--- src/rtl/dcache_axi_macros.svh ---
`ifndef DCA_AXI_MACROS_SVH
`define DCA_AXI_MACROS_SVH

// one AXI data beat, matches the 64-bit bus
`define DCA_BEAT_WIDTH 64

// beats that make up one cache line
`define DCA_LINE_BEATS 4

// whole line as seen by the cache arrays
`define DCA_LINE_WIDTH (`DCA_BEAT_WIDTH * `DCA_LINE_BEATS)

// physical address width on both AXI address channels
`define DCA_ADDR_WIDTH 64

// byte strobe bits per beat
`define DCA_STRB_WIDTH (`DCA_BEAT_WIDTH / 8)

// AXI response encodings, only OKAY is treated as success
`define DCA_RESP_OKAY   2'b00
`define DCA_RESP_EXOKAY 2'b01
`define DCA_RESP_SLVERR 2'b10
`define DCA_RESP_DECERR 2'b11

`endif

--- src/rtl/dcache_axi_pkg.sv ---
`include "dcache_axi_macros.svh"

package dcache_axi_pkg;

    // write-back request from the cache
    typedef struct packed {
        logic [`DCA_ADDR_WIDTH-1:0] addr;
        logic [`DCA_LINE_WIDTH-1:0] line;
        logic [`DCA_STRB_WIDTH-1:0] strb;  // same strobe on every beat
        logic [1:0]                 len;   // beats minus one
        logic [2:0]                 size;
    } wr_req_t;

    // refill request
    typedef struct packed {
        logic [`DCA_ADDR_WIDTH-1:0] addr;
        logic [1:0]                 len;
        logic [2:0]                 size;
    } rd_req_t;

    typedef struct packed {
        logic err;  // bresp was not OKAY
    } wr_resp_t;

    typedef struct packed {
        logic [`DCA_LINE_WIDTH-1:0] line;
        logic                       err;  // bad resp or wrong burst length
    } rd_resp_t;

    // AW and AR carry the same per-transaction fields
    typedef struct packed {
        logic [`DCA_ADDR_WIDTH-1:0] addr;
        logic [7:0]                 len;
        logic [2:0]                 size;
    } axi_ax_t;

    typedef struct packed {
        logic [`DCA_BEAT_WIDTH-1:0] data;
        logic [`DCA_STRB_WIDTH-1:0] strb;
        logic                       last;
    } axi_w_t;

    typedef struct packed {
        logic [`DCA_BEAT_WIDTH-1:0] data;
        logic [1:0]                 resp;
        logic                       last;
    } axi_r_t;

    typedef struct packed {
        logic [1:0] resp;
    } axi_b_t;

endpackage

--- src/rtl/beat_counter.sv ---
`timescale 1ns/1ps

module beat_counter (
    input  logic       clock,
    input  logic       reset,
    input  logic       clear_i,   // request accepted
    input  logic       step_i,    // beat handshake
    input  logic [1:0] limit_i,   // burst len, sampled on clear
    output logic [1:0] count_o,
    output logic       last_o
);

    logic [1:0] count_q;
    logic [1:0] limit_q;

    always_ff @(posedge clock or negedge reset) begin
        if (!reset) begin
            count_q <= 2'd0;
            limit_q <= 2'd0;
        end else if (clear_i) begin
            count_q <= 2'd0;
            limit_q <= limit_i;
        end else if (step_i && !last_o) begin
            count_q <= count_q + 2'd1;  // holds at the limit
        end
    end

    assign count_o = count_q;
    assign last_o  = (count_q == limit_q);

endmodule

--- src/rtl/dcache_axi_top.sv ---
`timescale 1ns/1ps

module dcache_axi_top (
    input  logic                     clock,
    input  logic                     reset,
    input  logic                     wr_valid_i,
    input  dcache_axi_pkg::wr_req_t  wr_req_i,
    output logic                     wr_ready_o,
    output logic                     wr_done_o,
    output dcache_axi_pkg::wr_resp_t wr_resp_o,
    input  logic                     rd_valid_i,
    input  dcache_axi_pkg::rd_req_t  rd_req_i,
    output logic                     rd_ready_o,
    output logic                     rd_done_o,
    output dcache_axi_pkg::rd_resp_t rd_resp_o,
    output dcache_axi_pkg::axi_ax_t  aw_o,
    output logic                     aw_valid_o,
    input  logic                     aw_ready_i,
    output dcache_axi_pkg::axi_w_t   w_o,
    output logic                     w_valid_o,
    input  logic                     w_ready_i,
    input  dcache_axi_pkg::axi_b_t   b_i,
    input  logic                     b_valid_i,
    output logic                     b_ready_o,
    output dcache_axi_pkg::axi_ax_t  ar_o,
    output logic                     ar_valid_o,
    input  logic                     ar_ready_i,
    input  dcache_axi_pkg::axi_r_t   r_i,
    input  logic                     r_valid_i,
    output logic                     r_ready_o
);

    logic       wr_accept, wr_step, wr_last, w_last;
    logic [1:0] wr_beat;
    logic       rd_accept, rd_step, rd_end, rd_last;
    logic [1:0] rd_beat;

    // write side
    wr_channel_fsm u_wr_fsm (
        .clock(clock), .reset(reset),
        .wr_valid_i(wr_valid_i), .wr_req_i(wr_req_i), .wr_ready_o(wr_ready_o),
        .aw_ready_i(aw_ready_i), .aw_o(aw_o), .aw_valid_o(aw_valid_o),
        .w_ready_i(w_ready_i), .w_valid_o(w_valid_o), .w_last_o(w_last),
        .b_valid_i(b_valid_i), .b_i(b_i), .b_ready_o(b_ready_o),
        .beat_last_i(wr_last), .accept_o(wr_accept), .step_o(wr_step),
        .wr_done_o(wr_done_o), .wr_resp_o(wr_resp_o)
    );

    beat_counter wr_beats (
        .clock(clock), .reset(reset),
        .clear_i(wr_accept), .step_i(wr_step), .limit_i(wr_req_i.len),
        .count_o(wr_beat), .last_o(wr_last)
    );

    line_unpacker u_unpacker (
        .clock(clock), .reset(reset),
        .load_i(wr_accept), .wr_req_i(wr_req_i),
        .beat_i(wr_beat), .last_i(w_last), .w_o(w_o)
    );

    // read side, runs independently of the write side
    rd_channel_fsm u_rd_fsm (
        .clock(clock), .reset(reset),
        .rd_valid_i(rd_valid_i), .rd_req_i(rd_req_i), .rd_ready_o(rd_ready_o),
        .ar_ready_i(ar_ready_i), .ar_o(ar_o), .ar_valid_o(ar_valid_o),
        .r_valid_i(r_valid_i), .r_last_i(r_i.last), .r_ready_o(r_ready_o),
        .accept_o(rd_accept), .step_o(rd_step), .end_o(rd_end),
        .rd_done_o(rd_done_o)
    );

    beat_counter rd_beats (
        .clock(clock), .reset(reset),
        .clear_i(rd_accept), .step_i(rd_step), .limit_i(rd_req_i.len),
        .count_o(rd_beat), .last_o(rd_last)
    );

    line_assembler u_assembler (
        .clock(clock), .reset(reset),
        .clear_i(rd_accept), .step_i(rd_step), .end_i(rd_end),
        .beat_i(rd_beat), .beat_last_i(rd_last),
        .r_i(r_i), .rd_resp_o(rd_resp_o)
    );

endmodule

--- src/rtl/line_assembler.sv ---
`timescale 1ns/1ps
`include "dcache_axi_macros.svh"

module line_assembler (
    input  logic                     clock,
    input  logic                     reset,
    input  logic                     clear_i,      // new refill accepted
    input  logic                     step_i,       // R handshake
    input  logic                     end_i,        // R handshake with r_last
    input  logic [1:0]               beat_i,
    input  logic                     beat_last_i,  // index has reached len
    input  dcache_axi_pkg::axi_r_t   r_i,
    output dcache_axi_pkg::rd_resp_t rd_resp_o
);

    logic [`DCA_LINE_WIDTH-1:0] line_q;
    logic err_q;
    logic beat_err;

    // bad resp, or r_last not lined up with the expected final beat
    assign beat_err = step_i &&
                      ((r_i.resp != `DCA_RESP_OKAY) || (end_i != beat_last_i));

    always_ff @(posedge clock or negedge reset) begin
        if (!reset) begin
            line_q <= '0;
            err_q  <= 1'b0;
        end else if (clear_i) begin
            line_q <= '0;  // unreceived beats stay zero
            err_q  <= 1'b0;
        end else begin
            if (step_i) begin
                line_q[beat_i*`DCA_BEAT_WIDTH +: `DCA_BEAT_WIDTH] <= r_i.data;
            end
            if (beat_err) err_q <= 1'b1;  // sticky until next refill
        end
    end

    assign rd_resp_o.line = line_q;
    assign rd_resp_o.err  = err_q;

endmodule

--- src/rtl/line_unpacker.sv ---
`timescale 1ns/1ps
`include "dcache_axi_macros.svh"

module line_unpacker (
    input  logic                    clock,
    input  logic                    reset,
    input  logic                    load_i,
    input  dcache_axi_pkg::wr_req_t wr_req_i,
    input  logic [1:0]              beat_i,
    input  logic                    last_i,
    output dcache_axi_pkg::axi_w_t  w_o
);

    logic [`DCA_LINE_WIDTH-1:0] line_q;
    logic [`DCA_STRB_WIDTH-1:0] strb_q;

    always_ff @(posedge clock or negedge reset) begin
        if (!reset) begin
            line_q <= '0;
            strb_q <= '0;
        end else if (load_i) begin
            line_q <= wr_req_i.line;
            strb_q <= wr_req_i.strb;
        end
    end

    // beat i is line bits 64i up to 64i+63
    always_comb begin
        w_o.data = line_q[beat_i*`DCA_BEAT_WIDTH +: `DCA_BEAT_WIDTH];
        w_o.strb = strb_q;
        w_o.last = last_i;
    end

endmodule

--- src/rtl/rd_channel_fsm.sv ---
`timescale 1ns/1ps

module rd_channel_fsm (
    input  logic                    clock,
    input  logic                    reset,
    input  logic                    rd_valid_i,
    input  dcache_axi_pkg::rd_req_t rd_req_i,
    output logic                    rd_ready_o,
    input  logic                    ar_ready_i,
    output dcache_axi_pkg::axi_ax_t ar_o,
    output logic                    ar_valid_o,
    input  logic                    r_valid_i,
    input  logic                    r_last_i,
    output logic                    r_ready_o,
    output logic                    accept_o,
    output logic                    step_o,
    output logic                    end_o,
    output logic                    rd_done_o
);

    typedef enum logic [1:0] {
        RD_IDLE = 2'b00,
        RD_ADDR = 2'b01,
        RD_DATA = 2'b11
    } rd_state_e;

    rd_state_e state_q, state_d;
    dcache_axi_pkg::axi_ax_t ar_q;
    logic done_q;

    always_comb begin
        state_d = state_q;
        case (state_q)
            RD_IDLE: if (rd_valid_i) state_d = RD_ADDR;
            RD_ADDR: if (ar_ready_i) state_d = RD_DATA;
            RD_DATA: if (end_o) state_d = RD_IDLE;  // needs r_valid too
            default: state_d = RD_IDLE;
        endcase
    end

    always_ff @(posedge clock or negedge reset) begin
        if (!reset) begin
            state_q <= RD_IDLE;
            done_q  <= 1'b0;
        end else begin
            state_q <= state_d;
            done_q  <= end_o;
        end
    end

    always_ff @(posedge clock) begin
        if (accept_o) begin
            ar_q.addr <= rd_req_i.addr;
            ar_q.len  <= {6'd0, rd_req_i.len};
            ar_q.size <= rd_req_i.size;
        end
    end

    assign rd_ready_o = (state_q == RD_IDLE);
    assign accept_o   = rd_ready_o && rd_valid_i;
    assign ar_valid_o = (state_q == RD_ADDR);
    assign ar_o       = ar_q;
    assign r_ready_o  = (state_q == RD_DATA);
    assign step_o     = r_ready_o && r_valid_i;
    assign end_o      = step_o && r_last_i;
    assign rd_done_o  = done_q;

endmodule

--- src/rtl/wr_channel_fsm.sv ---
`timescale 1ns/1ps
`include "dcache_axi_macros.svh"

module wr_channel_fsm (
    input  logic                    clock,
    input  logic                    reset,
    input  logic                    wr_valid_i,
    input  dcache_axi_pkg::wr_req_t wr_req_i,
    output logic                    wr_ready_o,
    input  logic                    aw_ready_i,
    output dcache_axi_pkg::axi_ax_t aw_o,
    output logic                    aw_valid_o,
    input  logic                    w_ready_i,
    output logic                    w_valid_o,
    output logic                    w_last_o,
    input  logic                    b_valid_i,
    input  dcache_axi_pkg::axi_b_t  b_i,
    output logic                    b_ready_o,
    input  logic                    beat_last_i,
    output logic                    accept_o,
    output logic                    step_o,
    output logic                    wr_done_o,
    output dcache_axi_pkg::wr_resp_t wr_resp_o
);

    typedef enum logic [1:0] {
        WR_IDLE = 2'b00,
        WR_ADDR = 2'b01,
        WR_DATA = 2'b11,
        WR_RESP = 2'b10
    } wr_state_e;

    wr_state_e state_q, state_d;
    dcache_axi_pkg::axi_ax_t aw_q;
    logic done_q;
    logic err_q;

    always_comb begin
        state_d = state_q;
        case (state_q)
            WR_IDLE: if (wr_valid_i) state_d = WR_ADDR;
            WR_ADDR: if (aw_ready_i) state_d = WR_DATA;
            WR_DATA: if (w_ready_i && beat_last_i) state_d = WR_RESP;
            WR_RESP: if (b_valid_i) state_d = WR_IDLE;
            default: state_d = WR_IDLE;
        endcase
    end

    always_ff @(posedge clock or negedge reset) begin
        if (!reset) begin
            state_q <= WR_IDLE;
            done_q  <= 1'b0;
            err_q   <= 1'b0;
        end else begin
            state_q <= state_d;
            done_q  <= b_ready_o && b_valid_i;  // one cycle after B
            if (b_ready_o && b_valid_i) begin
                err_q <= (b_i.resp != `DCA_RESP_OKAY);
            end
        end
    end

    // AW payload, stable from accept until the next request
    always_ff @(posedge clock) begin
        if (accept_o) begin
            aw_q.addr <= wr_req_i.addr;
            aw_q.len  <= {6'd0, wr_req_i.len};
            aw_q.size <= wr_req_i.size;
        end
    end

    assign wr_ready_o = (state_q == WR_IDLE);
    assign accept_o   = wr_ready_o && wr_valid_i;
    assign aw_valid_o = (state_q == WR_ADDR);
    assign aw_o       = aw_q;
    assign w_valid_o  = (state_q == WR_DATA);
    assign w_last_o   = w_valid_o && beat_last_i;
    assign step_o     = w_valid_o && w_ready_i;  // counter ignores it on last
    assign b_ready_o  = (state_q == WR_RESP);
    assign wr_done_o  = done_q;
    assign wr_resp_o.err = err_q;

endmodule

--- config.mk ---
export PLATFORM = sky130hd
export DESIGN_NAME = dcache_axi_top
export DESIGN_NICKNAME = d
export VERILOG_FILES = /design/src/rtl/dcache_axi_pkg.sv /design/src/rtl/beat_counter.sv /design/src/rtl/dcache_axi_top.sv /design/src/rtl/line_assembler.sv /design/src/rtl/line_unpacker.sv /design/src/rtl/rd_channel_fsm.sv /design/src/rtl/wr_channel_fsm.sv
export VERILOG_INCLUDE_DIRS = /design/src /design/src/rtl
export SDC_FILE = /design/constraint.sdc
export NUM_CORES = 1
export LEC_CHECK = 0
export BUFFER_PORTS_ARGS = -buffer_cell sky130_fd_sc_hd__buf_4
export CAP_MARGIN = 20
export CORE_AREA = 5 5 369 371
export CTS_CLUSTER_DIAMETER = 30
export CTS_CLUSTER_SIZE = 10
export DETAILED_ROUTE_END_ITERATION = 8
export DIE_AREA = 0 0 374 376
export PLACE_DENSITY = 0.5
export SETUP_SLACK_MARGIN = 0.02
export SLEW_MARGIN = 20
export SYNTH_ARGS = -nofsm -noshare
export SYNTH_HDL_FRONTEND = slang
export SYNTH_SLANG_ARGS = --single-unit
--- constraint.sdc ---
create_clock -name clock -period 3.95 [get_ports clock]
set_input_delay 0.395 -clock clock [delete_from_list [all_inputs] [get_ports clock]]
set_output_delay 0.395 -clock clock [all_outputs]
set_load 0.02 [all_outputs]
# Word level (Yosys, flattened, before mapping)

Cells that the tools add are included.

Mux-type cells: 18
Shift-type cells: 3
Add/subtract/negate cells: 3
Reduce and logical (&&, ||, !) cells: 24
Eq/ne operators: 15

Operator list:

| cell                                                     | number |
|---|---|
| 2-to-1 mux 256 bit                                       | 2 |
| bitwise mux 256 bit                                      | 1 |
| variable shift 64 x 34 -> 256 bit (first input constant) | 1 |
| variable part select 256 x 9 -> 64 bit                   | 1 |
| variable part select 64 x 34 -> 256 bit                  | 1 |
| negator 8 -> 34 bit                                      | 1 |
| 2-to-1 mux 2 bit                                         | 11 |
| nonzero test 2 bit                                       | 6 |
| logical AND 1 bit                                        | 11 |
| inequality test 2 bit (second input constant)            | 4 |
| one-hot mux 2 bit (4 select lines)                       | 1 |
| == test 2 bit (second input constant)                    | 3 |
| inequality test 2 x 1 -> 1 bit (second input constant)   | 3 |
| one-hot mux 2 bit (3 select lines)                       | 1 |
| adder 2 x 1 -> 2 bit (second input constant)             | 2 |
| == test 2 x 1 -> 1 bit (second input constant)           | 2 |
| == test 2 bit                                            | 2 |
| zero test 2 bit                                          | 2 |
| AND reduction 4 bit                                      | 1 |
| AND reduction 3 bit                                      | 1 |
| zero test 1 bit                                          | 2 |
| 2-to-1 mux 1 bit                                         | 2 |
| logical OR 1 bit                                         | 1 |
| inequality test 1 bit                                    | 1 |

Flip-flop bits (word level): 674
Word-level logic and storage cells: 82

# Depth between registers and ports, before layout

Gate-level depths: netlist of run 1.

Depth after elaboration: 8
Gate-level depth with buffers: 8
Depth with buffers taken out: 5

# Modules after synthesis

A second synthesis of run 1 with hierarchy kept.

Cell total of the unflattened synthesis: 1,550
Area, all modules: 26,631.8 um^2

Modules (own cells, without submodules):

| module         | area each (um^2) | cells each | instances |
|---|---|---|---|
| line_unpacker  | 11,354.6         | 636        | 1 |
| line_assembler | 10,248.6         | 689        | 1 |
| wr_channel_fsm | 2,324.7          | 98         | 1 |
| rd_channel_fsm | 2,265.9          | 89         | 1 |
| beat_counter   | 219.0            | 19         | 2 |

# Worst setup path before layout of run 1

OpenSTA, ideal clock, no wires.

Kind: reg2reg
From: reg u_rd_fsm.state_q[1]
To: reg u_rd_fsm.ar_q, in the netlist u_rd_fsm.ar_o[0], enable pin
Data required time: 3.489 ns
Period minus slack after synthesis: 3.534 ns
Cell stages (with the launch flop): 5
Slack: 0.416 ns
Path buffers: 2
Data arrival time: 3.073 ns
Cells stage by stage: dfrtp_1 > or3b_1 > buf_4 > clkinv_2 > clkbuf_1

Cells in the longest elaborated chain, start to end: 2

Ends and longest elaborated chain:

| element                | line                 | text |
|---|---|---|
| start, declared        | rd_channel_fsm.sv:27 | `rd_state_e state_q, state_d;` |
| start signal, assigned | rd_channel_fsm.sv:46 | `state_q <= state_d;` |
| zero test 2 bit        | rd_channel_fsm.sv:59 | `assign rd_ready_o = (state_q == RD_IDLE);` |
| logical AND 1 bit      | rd_channel_fsm.sv:60 | `assign accept_o = rd_ready_o && rd_valid_i;` |
| via rd_accept          | dcache_axi_top.sv:35 | `logic rd_accept, rd_step, rd_end, rd_last;` |
| end, declared          | rd_channel_fsm.sv:28 | `dcache_axi_pkg::axi_ax_t ar_q;` |

The timed path passes the listed nets, and every way through them passes these cells.
A chain may end at the register's enable or synchronous reset.

==> flow_summary_export.csv, run 1 <==
group,metric,value,unit
timing,setup-violations-final,0,
clock_tree,cts_tree,"done",
timing,timing.fmax,0.3246,GHz
timing,hold_viol,0,
layout,area_delta_synth_final,76.82,%
timing,tightest_slew,1031,ps
critical_path,max_stage_delay,630,ps
global_routing,grt.total_usage,16.92,%
die,die-area,0.1406,mm²
synth,syn_area_per_cell,10.76,µm²
timing,fin_crit_sh,77.99,%
global_routing,gr-total-overflow,0,
critical_path,critPathBufInv,2,
die,fp.dieH,376,µm
worst_hold_path,hold_path.class,"input pin to flop",
timing,skew,42.24,ps
synth,synth_area_leader_cell,"dfrtp_1",
drt,drt-initial-drc-count,1537,
global_routing,first_global_vias,27280,
layout,layout.nets,4486,
status,status,"finished clean",
clock_tree,cts_resized,0,
critical_path,worstSetupEndpointType,"primary output",
layout,fillCellCount,13110,
timing,min_period,3080,ps
drt,vias,25190,
power,power_density,747.1,mW/mm²
critical_path,worst_path_dominant_cell_family,"buffers and inverters",
clock_tree,cts_setup_buffers,0,
critical_path,critPathArrivalTime,2690,ps
synth,yosysSeqAreaShare,64.79,%
timing,grt_setup_unrepaired,"false",
global_routing,grt_max_degree,161,
clock_tree,root_buffer,"clkbuf_16",
placed_design,routabilityCongestion,0.8211,
synth,synth_area,0.02710,mm²
synth,synth_common_cells,"nand2_1 (1002), dfrtp_1 (536), nand3_1 (220), edfxtp_1 (138), a21oi_1 (102)",
global_routing,grt_pass1_wl,180700,µm
synth,netlist_top_cells_area,"dfrtp_1 (49%), edfxtp_1 (15%), nand2_1 (14%)",
synth,synth_cell_types,43,
power,p_total,35.79,mW
die,io_pins,970,
critical_path,worstPathMaxFanout,19,
clock_tree,htree_levels,4,
synth,synth-async-reset-ratio,79.53,%
synth,yosys_warnings,0,
drt,firstDrtPassIters,5,
critical_path,path_class,"flop to primary output",
critical_path,crit_top_cell,"buf_4",
synth,synth_top_area_share,49.50,%
critical_path,crit_slowest_cell,"dfrtp_4",
drt,wl_per_cell,20.62,µm
drt,drc,0,
drt,antenna_left,0,
flow_run,maxCapViolCount,0,
critical_path,crit_path_start_kind,"flop",
synth,yosys.cell_count.top_type,"nand2_1",
die,fp.dieW,374,µm
timing,relSlewSlack,31.26,%
drt,via_per_inst,4.233,
layout,drive_gt1_share,33.72,%
die,core_area,0.1326,mm²
synth,ys.flop_type,"dfrtp_1",
die,placementRows,134,
synth,ys_ff_latch,674,
timing,finalMaxSlewViolations,0,
clock_tree,path_clk_slew,40,ps
power,irDropWorstVdd,0.0004146,V
global_routing,antenna_found_initial,20,
clock_tree,cts_buffers,198,
die,start_util,20.43,%
timing,finalSetupTns,0,ps
placed_design,place_hpwl,84620,µm
placed_design,port_buffers,957,
drt,wl,122700,µm
synth,synth_edf_count,138,
clock_tree,cts.sinks,674,
clock_tree,insertion_delay,760,ps
critical_path,crit_chain,"buf_4, mux4_2, buf_4",
critical_path,cp_data_required_time,3560,ps
clock_tree,cts_buffer_depth,3,
power,p_leak,22.85,nW
synth,synthCells,2518,
layer usage:
metal / vias to the layer above / global-route usage (%) / part of all wire (%)
li1: 11500 / - / -
met4: 2 / 6.527 / 3.4
met1: 12390 / 20.01 / 39
met3: 223 / 7.179 / 9.7
met5: - / 0 / 0.011
met2: 1067 / 27.35 / 48
layout make-up:
cell class,instances,area (µm²),share of cell area [%]
sequential,674,17560,36.66
timing repair buffer,1473,12410,25.91
multi-input combinational,1648,8608,17.97
clock buffer,257,5458,11.39
tap,1768,2212,4.617
clock inverter,112,1588,3.314
inverter,6,37.54,0.07834
antenna,13,32.53,0.06790
stage by stage:
step                      worst slack [ps]  cell area (µm²)  hold slack (ps)  instances  util (%)
after floorplan                      416.5            27140            99.41       2529         -
after global placement                1257            36050            451.0       5091     27.18
after detailed placement              1212            36050            457.0       5091     27.18
after CTS                            744.4            47880            6.337       5938     36.10
after global routing                 669.5            47900            33.12       5948     36.12
final                                869.5            47910            113.7       5951     36.13
final timing paths:
kind / startpoint / end / slack, ps / depth (start not counted)
max reg2reg: u_rd_fsm.state_q[1]$_DFFE_PN0P_ / u_assembler.line_q[25]$_DFFE_PN0P_ / 1160 / 4
max: wr_beats.count_o[0]$_DFFE_PN0P_ / w_o[21] / 870 / 3
min in group asynchronous: reset / u_unpacker.line_q[97]$_DFFE_PN0P_ / 220 / 2
min reg2reg: u_unpacker.line_q[178]$_DFFE_PN0P_ / u_unpacker.line_q[178]$_DFFE_PN0P_ / 460 / 2
max in group asynchronous: reset / u_assembler.line_q[127]$_DFFE_PN0P_ / 2500 / 3
min: r_i[2] / u_assembler.err_q$_DFFE_PN0P_ / 110 / 4
flip-flops by register name, summed over array words and instances (netlist names):
register / cells
rd_beats.count_o: 2
rd_beats.limit_q: 2
u_assembler.err_q: 1
u_assembler.line_q: 256
u_rd_fsm.ar_o: 69
u_rd_fsm.rd_done_o: 1
u_rd_fsm.state_q: 2
u_unpacker.line_q: 256
u_unpacker.strb_q: 8
u_wr_fsm.aw_o: 69
u_wr_fsm.state_q: 2
u_wr_fsm.wr_done_o: 1
u_wr_fsm.wr_resp_o: 1
wr_beats.count_o: 2
wr_beats.limit_q: 2
cell usage in the layout, fill, tap and decap left out, types with 26 or more instances in the layout:
cell type      netlist  layout
a21oi_1            102     102
a31o_1              63      63
and3_1              65      65
buf_4               19     982
bufinv_16            0      28
clkbuf_1            70      32
clkbuf_16            0     199
clkbuf_8             0      26
clkinv_2             1      42
dfrtp_1            536     534
dlygate4sd3_1        0     478
edfxtp_1           138     138
mux4_2              64      64
nand2_1           1002    1001
nand3_1            220     220
o21ai_1             64      64
worst min-delay path: stages:
cell and delay, ps:
buf_4 80, or4b_2 110, nor3_1 40, nor3_1 170
power breakdown:
group	switching (mW)	internal (mW)	total [mW]
registers	1.14	8.93	10.1
clock network	4.94	11.5	16.5
logic	5.39	3.86	9.25
total	11.5	24.3	35.8
cells by family (layout without fill, tap and decap cells):
| group | Yosys count | after routing | share of synthesized area [%] |
|---|---|---|---|
| AOI/OAI and AO/OA | 241 | 241 | 5.398 |
| xor gates and xnor gates | 4 | 4 | 0.1293 |
| adders and majority gates | 5 | 5 | 0.2309 |
| buffers and inverters | 207 | 1848 | 3.772 |
| DFF | 674 | 674 | 64.79 |
| muxes | 68 | 68 | 5.472 |
| other | 1 | 25 | 0.01384 |
| and+or+nand+nor | 1318 | 1318 | 20.19 |
repair_timing:
item / CTS / global route
endpoints found under the hold margin: 739 / 0
setup endpoints to repair: 0 / 0
hold buffers: 478 / 0
Power figures use the tool's default switching activity.
==> run 2, diff against run 1 <==
--- a/config.mk
+++ b/config.mk
@@ -13,7 +13,7 @@
 export CTS_CLUSTER_SIZE = 10
 export DETAILED_ROUTE_END_ITERATION = 8
 export DIE_AREA = 0 0 374 376
-export PLACE_DENSITY = 0.5
+export PLACE_DENSITY = 0.51
 export SETUP_SLACK_MARGIN = 0.02
 export SLEW_MARGIN = 20
 export SYNTH_ARGS = -nofsm -noshare
==> constraint.sdc (replaced) <==
create_clock -name clock -period 2.6 [get_ports clock]
set_input_delay 0.26 -clock clock [delete_from_list [all_inputs] [get_ports clock]]
set_output_delay 0.26 -clock clock [all_outputs]
set_load 0.02 [all_outputs]
==> flow_summary_export.csv, run 2 (synthesized netlist as in run 1, its figures left out) <==
group,metric,value,unit
status,status,"finished clean",
timing,skew,25.48,ps
worst_hold_path,hold_path.class,"input pin to async pin",
die,core_area,0.1326,mm²
critical_path,worstSetupStartpoint,"wr_beats.count_o[0]$_DFFE_PN0P_",
drt,drc,0,
placed_design,routabilityCongestion,0.8060,
global_routing,antenna_found_initial,14,
die,die-area,0.1406,mm²
drt,antenna_left,0,
die,io_pins,970,
layout,multiInputGateArea,0.008615,mm²
timing,setup-violations-final,0,
global_routing,first_global_vias,26860,
flow_run,maxCapViolCount,0,
timing,relSlewSlack,47.93,%
critical_path,max_stage_delay,490,ps
clock_tree,insertion_delay,730,ps
layout,drive_gt1_share,34.16,%
critical_path,crit_chain,"buf_12, buf_12, buf_16, mux4_2, buf_6",
clock_tree,htree_levels,4,
placed_design,preCtsSetupSlack,457.4,ps
timing,fin_crit_sh,98.50,%
critical_path,critPathArrivalTime,2300,ps
drt,drt-initial-drc-count,1563,
drt,firstDrtPassIters,5,
layout,area_delta_synth_final,78.35,%
layout,final_common_cell,"nand2_1",
global_routing,grt.total_usage,16.73,%
drt,wl_per_cell,20.46,µm
layout,layout.nets,4520,
clock_tree,cts_tree,"done",
timing,finalSetupTns,0,ps
timing,setup_ws,39.02,ps
clock_tree,cts_buffer_depth,3,
global_routing,grt_max_degree,162,
timing,tightest_slew,781.1,ps
critical_path,crit_slowest_cell,"dfrtp_4",
die,fp.dieH,376,µm
critical_path,worstSetupEndpointType,"primary output",
critical_path,crit_top_cell,"buf_12",
critical_path,timing.rr.start,"u_assembler.err_q$_DFFE_PN0P_",
clock_tree,cts.sinks,674,
clock_tree,cts_buffers,182,
timing,grt_setup_unrepaired,"true",
timing,hold_viol,0,
layout,top_regs,"u_assembler.line_q (256), u_unpacker.line_q (256)",
power,p_leak,23.02,nW
placed_design,place_hpwl,83580,µm
die,placementRows,134,
global_routing,gr-total-overflow,0,
layout,layout_common_cells,"nand2_1 (1001), buf_4 (962), dfrtp_1 (534)",
critical_path,r2r_cells,5,
power,power_density,1119,mW/mm²
drt,vias,25360,
die,start_util,20.43,%
critical_path,path_class,"flop to primary output",
drt,wl,122200,µm
critical_path,cp_data_required_time,2340,ps
power,irDropWorstVdd,0.0007050,V
clock_tree,root_buffer,"clkbuf_16",
timing,timing.fmax,0.3905,GHz
critical_path,worstPathMaxFanout,5,
drt,via_per_inst,4.246,
layout,seq_area,0.01756,mm²
critical_path,crit_path_start_kind,"flop",
die,fp.dieW,374,µm
placed_design,port_buffers,957,
clock_tree,path_clk_slew,40,ps
timing,finalMaxSlewViolations,0,
global_routing,grt_pass1_wl,179400,µm
layout,fillCellCount,12960,
timing,min_period,2561,ps
[run 2: cell count changes in the layout (fill, tap and decap cells not counted), sizes merged]
cell,previous run,this run
inv,13,8
bufinv,28,22
dlygate4sd3,478,481
diode,13,11
clkbuf,257,252
buf,995,1041
clkinv,58,48
clkinvlp,19,18
[run 2: path summary, 6_finish.rpt]
check                                                 endpoint  slack [ps]
hold / removal               u_unpacker.line_q[33]$_DFFE_PN0P_         170
max in group asynchronous  u_assembler.line_q[126]$_DFFE_PN0P_        1560
setup / recovery                                        w_o[9]          40
hold reg to reg             u_unpacker.line_q[191]$_DFFE_PN0P_         460
setup reg to reg                 u_assembler.err_q$_DFFE_PN0P_         100
min in group clock                 u_rd_fsm.ar_o[40]$_DFFE_PP_         230
[run 2: cell type report]
type / instances / share of cell area (%)
Sequential cell: 674 / 36.34
Timing Repair Buffer: 1523 / 27.69
Multi-Input combinational cell: 1648 / 17.83
Clock buffer: 251 / 10.90
Tap cell: 1768 / 4.577
Clock inverter: 90 / 2.524
Inverter: 6 / 0.07767
Antenna cell: 11 / 0.05696
[run 2: layer usage]
layer / up-vias / global-route usage [%] / part of all wire [%]
li1: 11570 / - / -
met1: 12590 / 19.81 / 40
met2: 1008 / 28.47 / 49
met3: 187 / 6.522 / 8.9
met4: 0 / 4.325 / 2.3
met5: - / 0 / 0
[run 2: where the power goes]
part           internal (mW)  total, mW  leakage (nW)  switching [mW]
clock                   16.2       23.1          3.14            6.92
combinational           6.99       15.8          11.6            8.84
sequential              13.6       15.1          8.30            1.52
total                   36.8       54.1          23.0            17.3
[run 2: timing repair]
item	4_1_cts	5_1_grt
setup buffers	9	1
endpoints found under the setup margin	51	48
hold endpoints to repair	778	0
hold buffers	481	0
resized for setup	49	5
cloned	9	1
[run 2: stage by stage]
stage / total power, mW / cell area [µm²] / std cells / utilization, % / hold slack [ps]
3_5_place_dp: 29.16 / 36460 / 5119 / 27.49 / 324.7
2_1_floorplan: 22.91 / 27140 / 2529 / - / -35.59
4_1_cts: 54.53 / 48280 / 5959 / 36.40 / 92.08
6_report: 54.06 / 48330 / 5971 / 36.44 / 173.4
3_3_place_gp: 29.01 / 36460 / 5119 / 27.49 / 320.9
5_1_grt: 56.54 / 48310 / 5965 / 36.43 / 160.9
[run 2: worst max-delay path, delay by kind of cell (launching register included)]
| kind | cells | cell delay, ps |
|---|---|---|
| buf+inv | 4 | 570 |
| flops | 1 | 490 |
| mux | 1 | 490 |
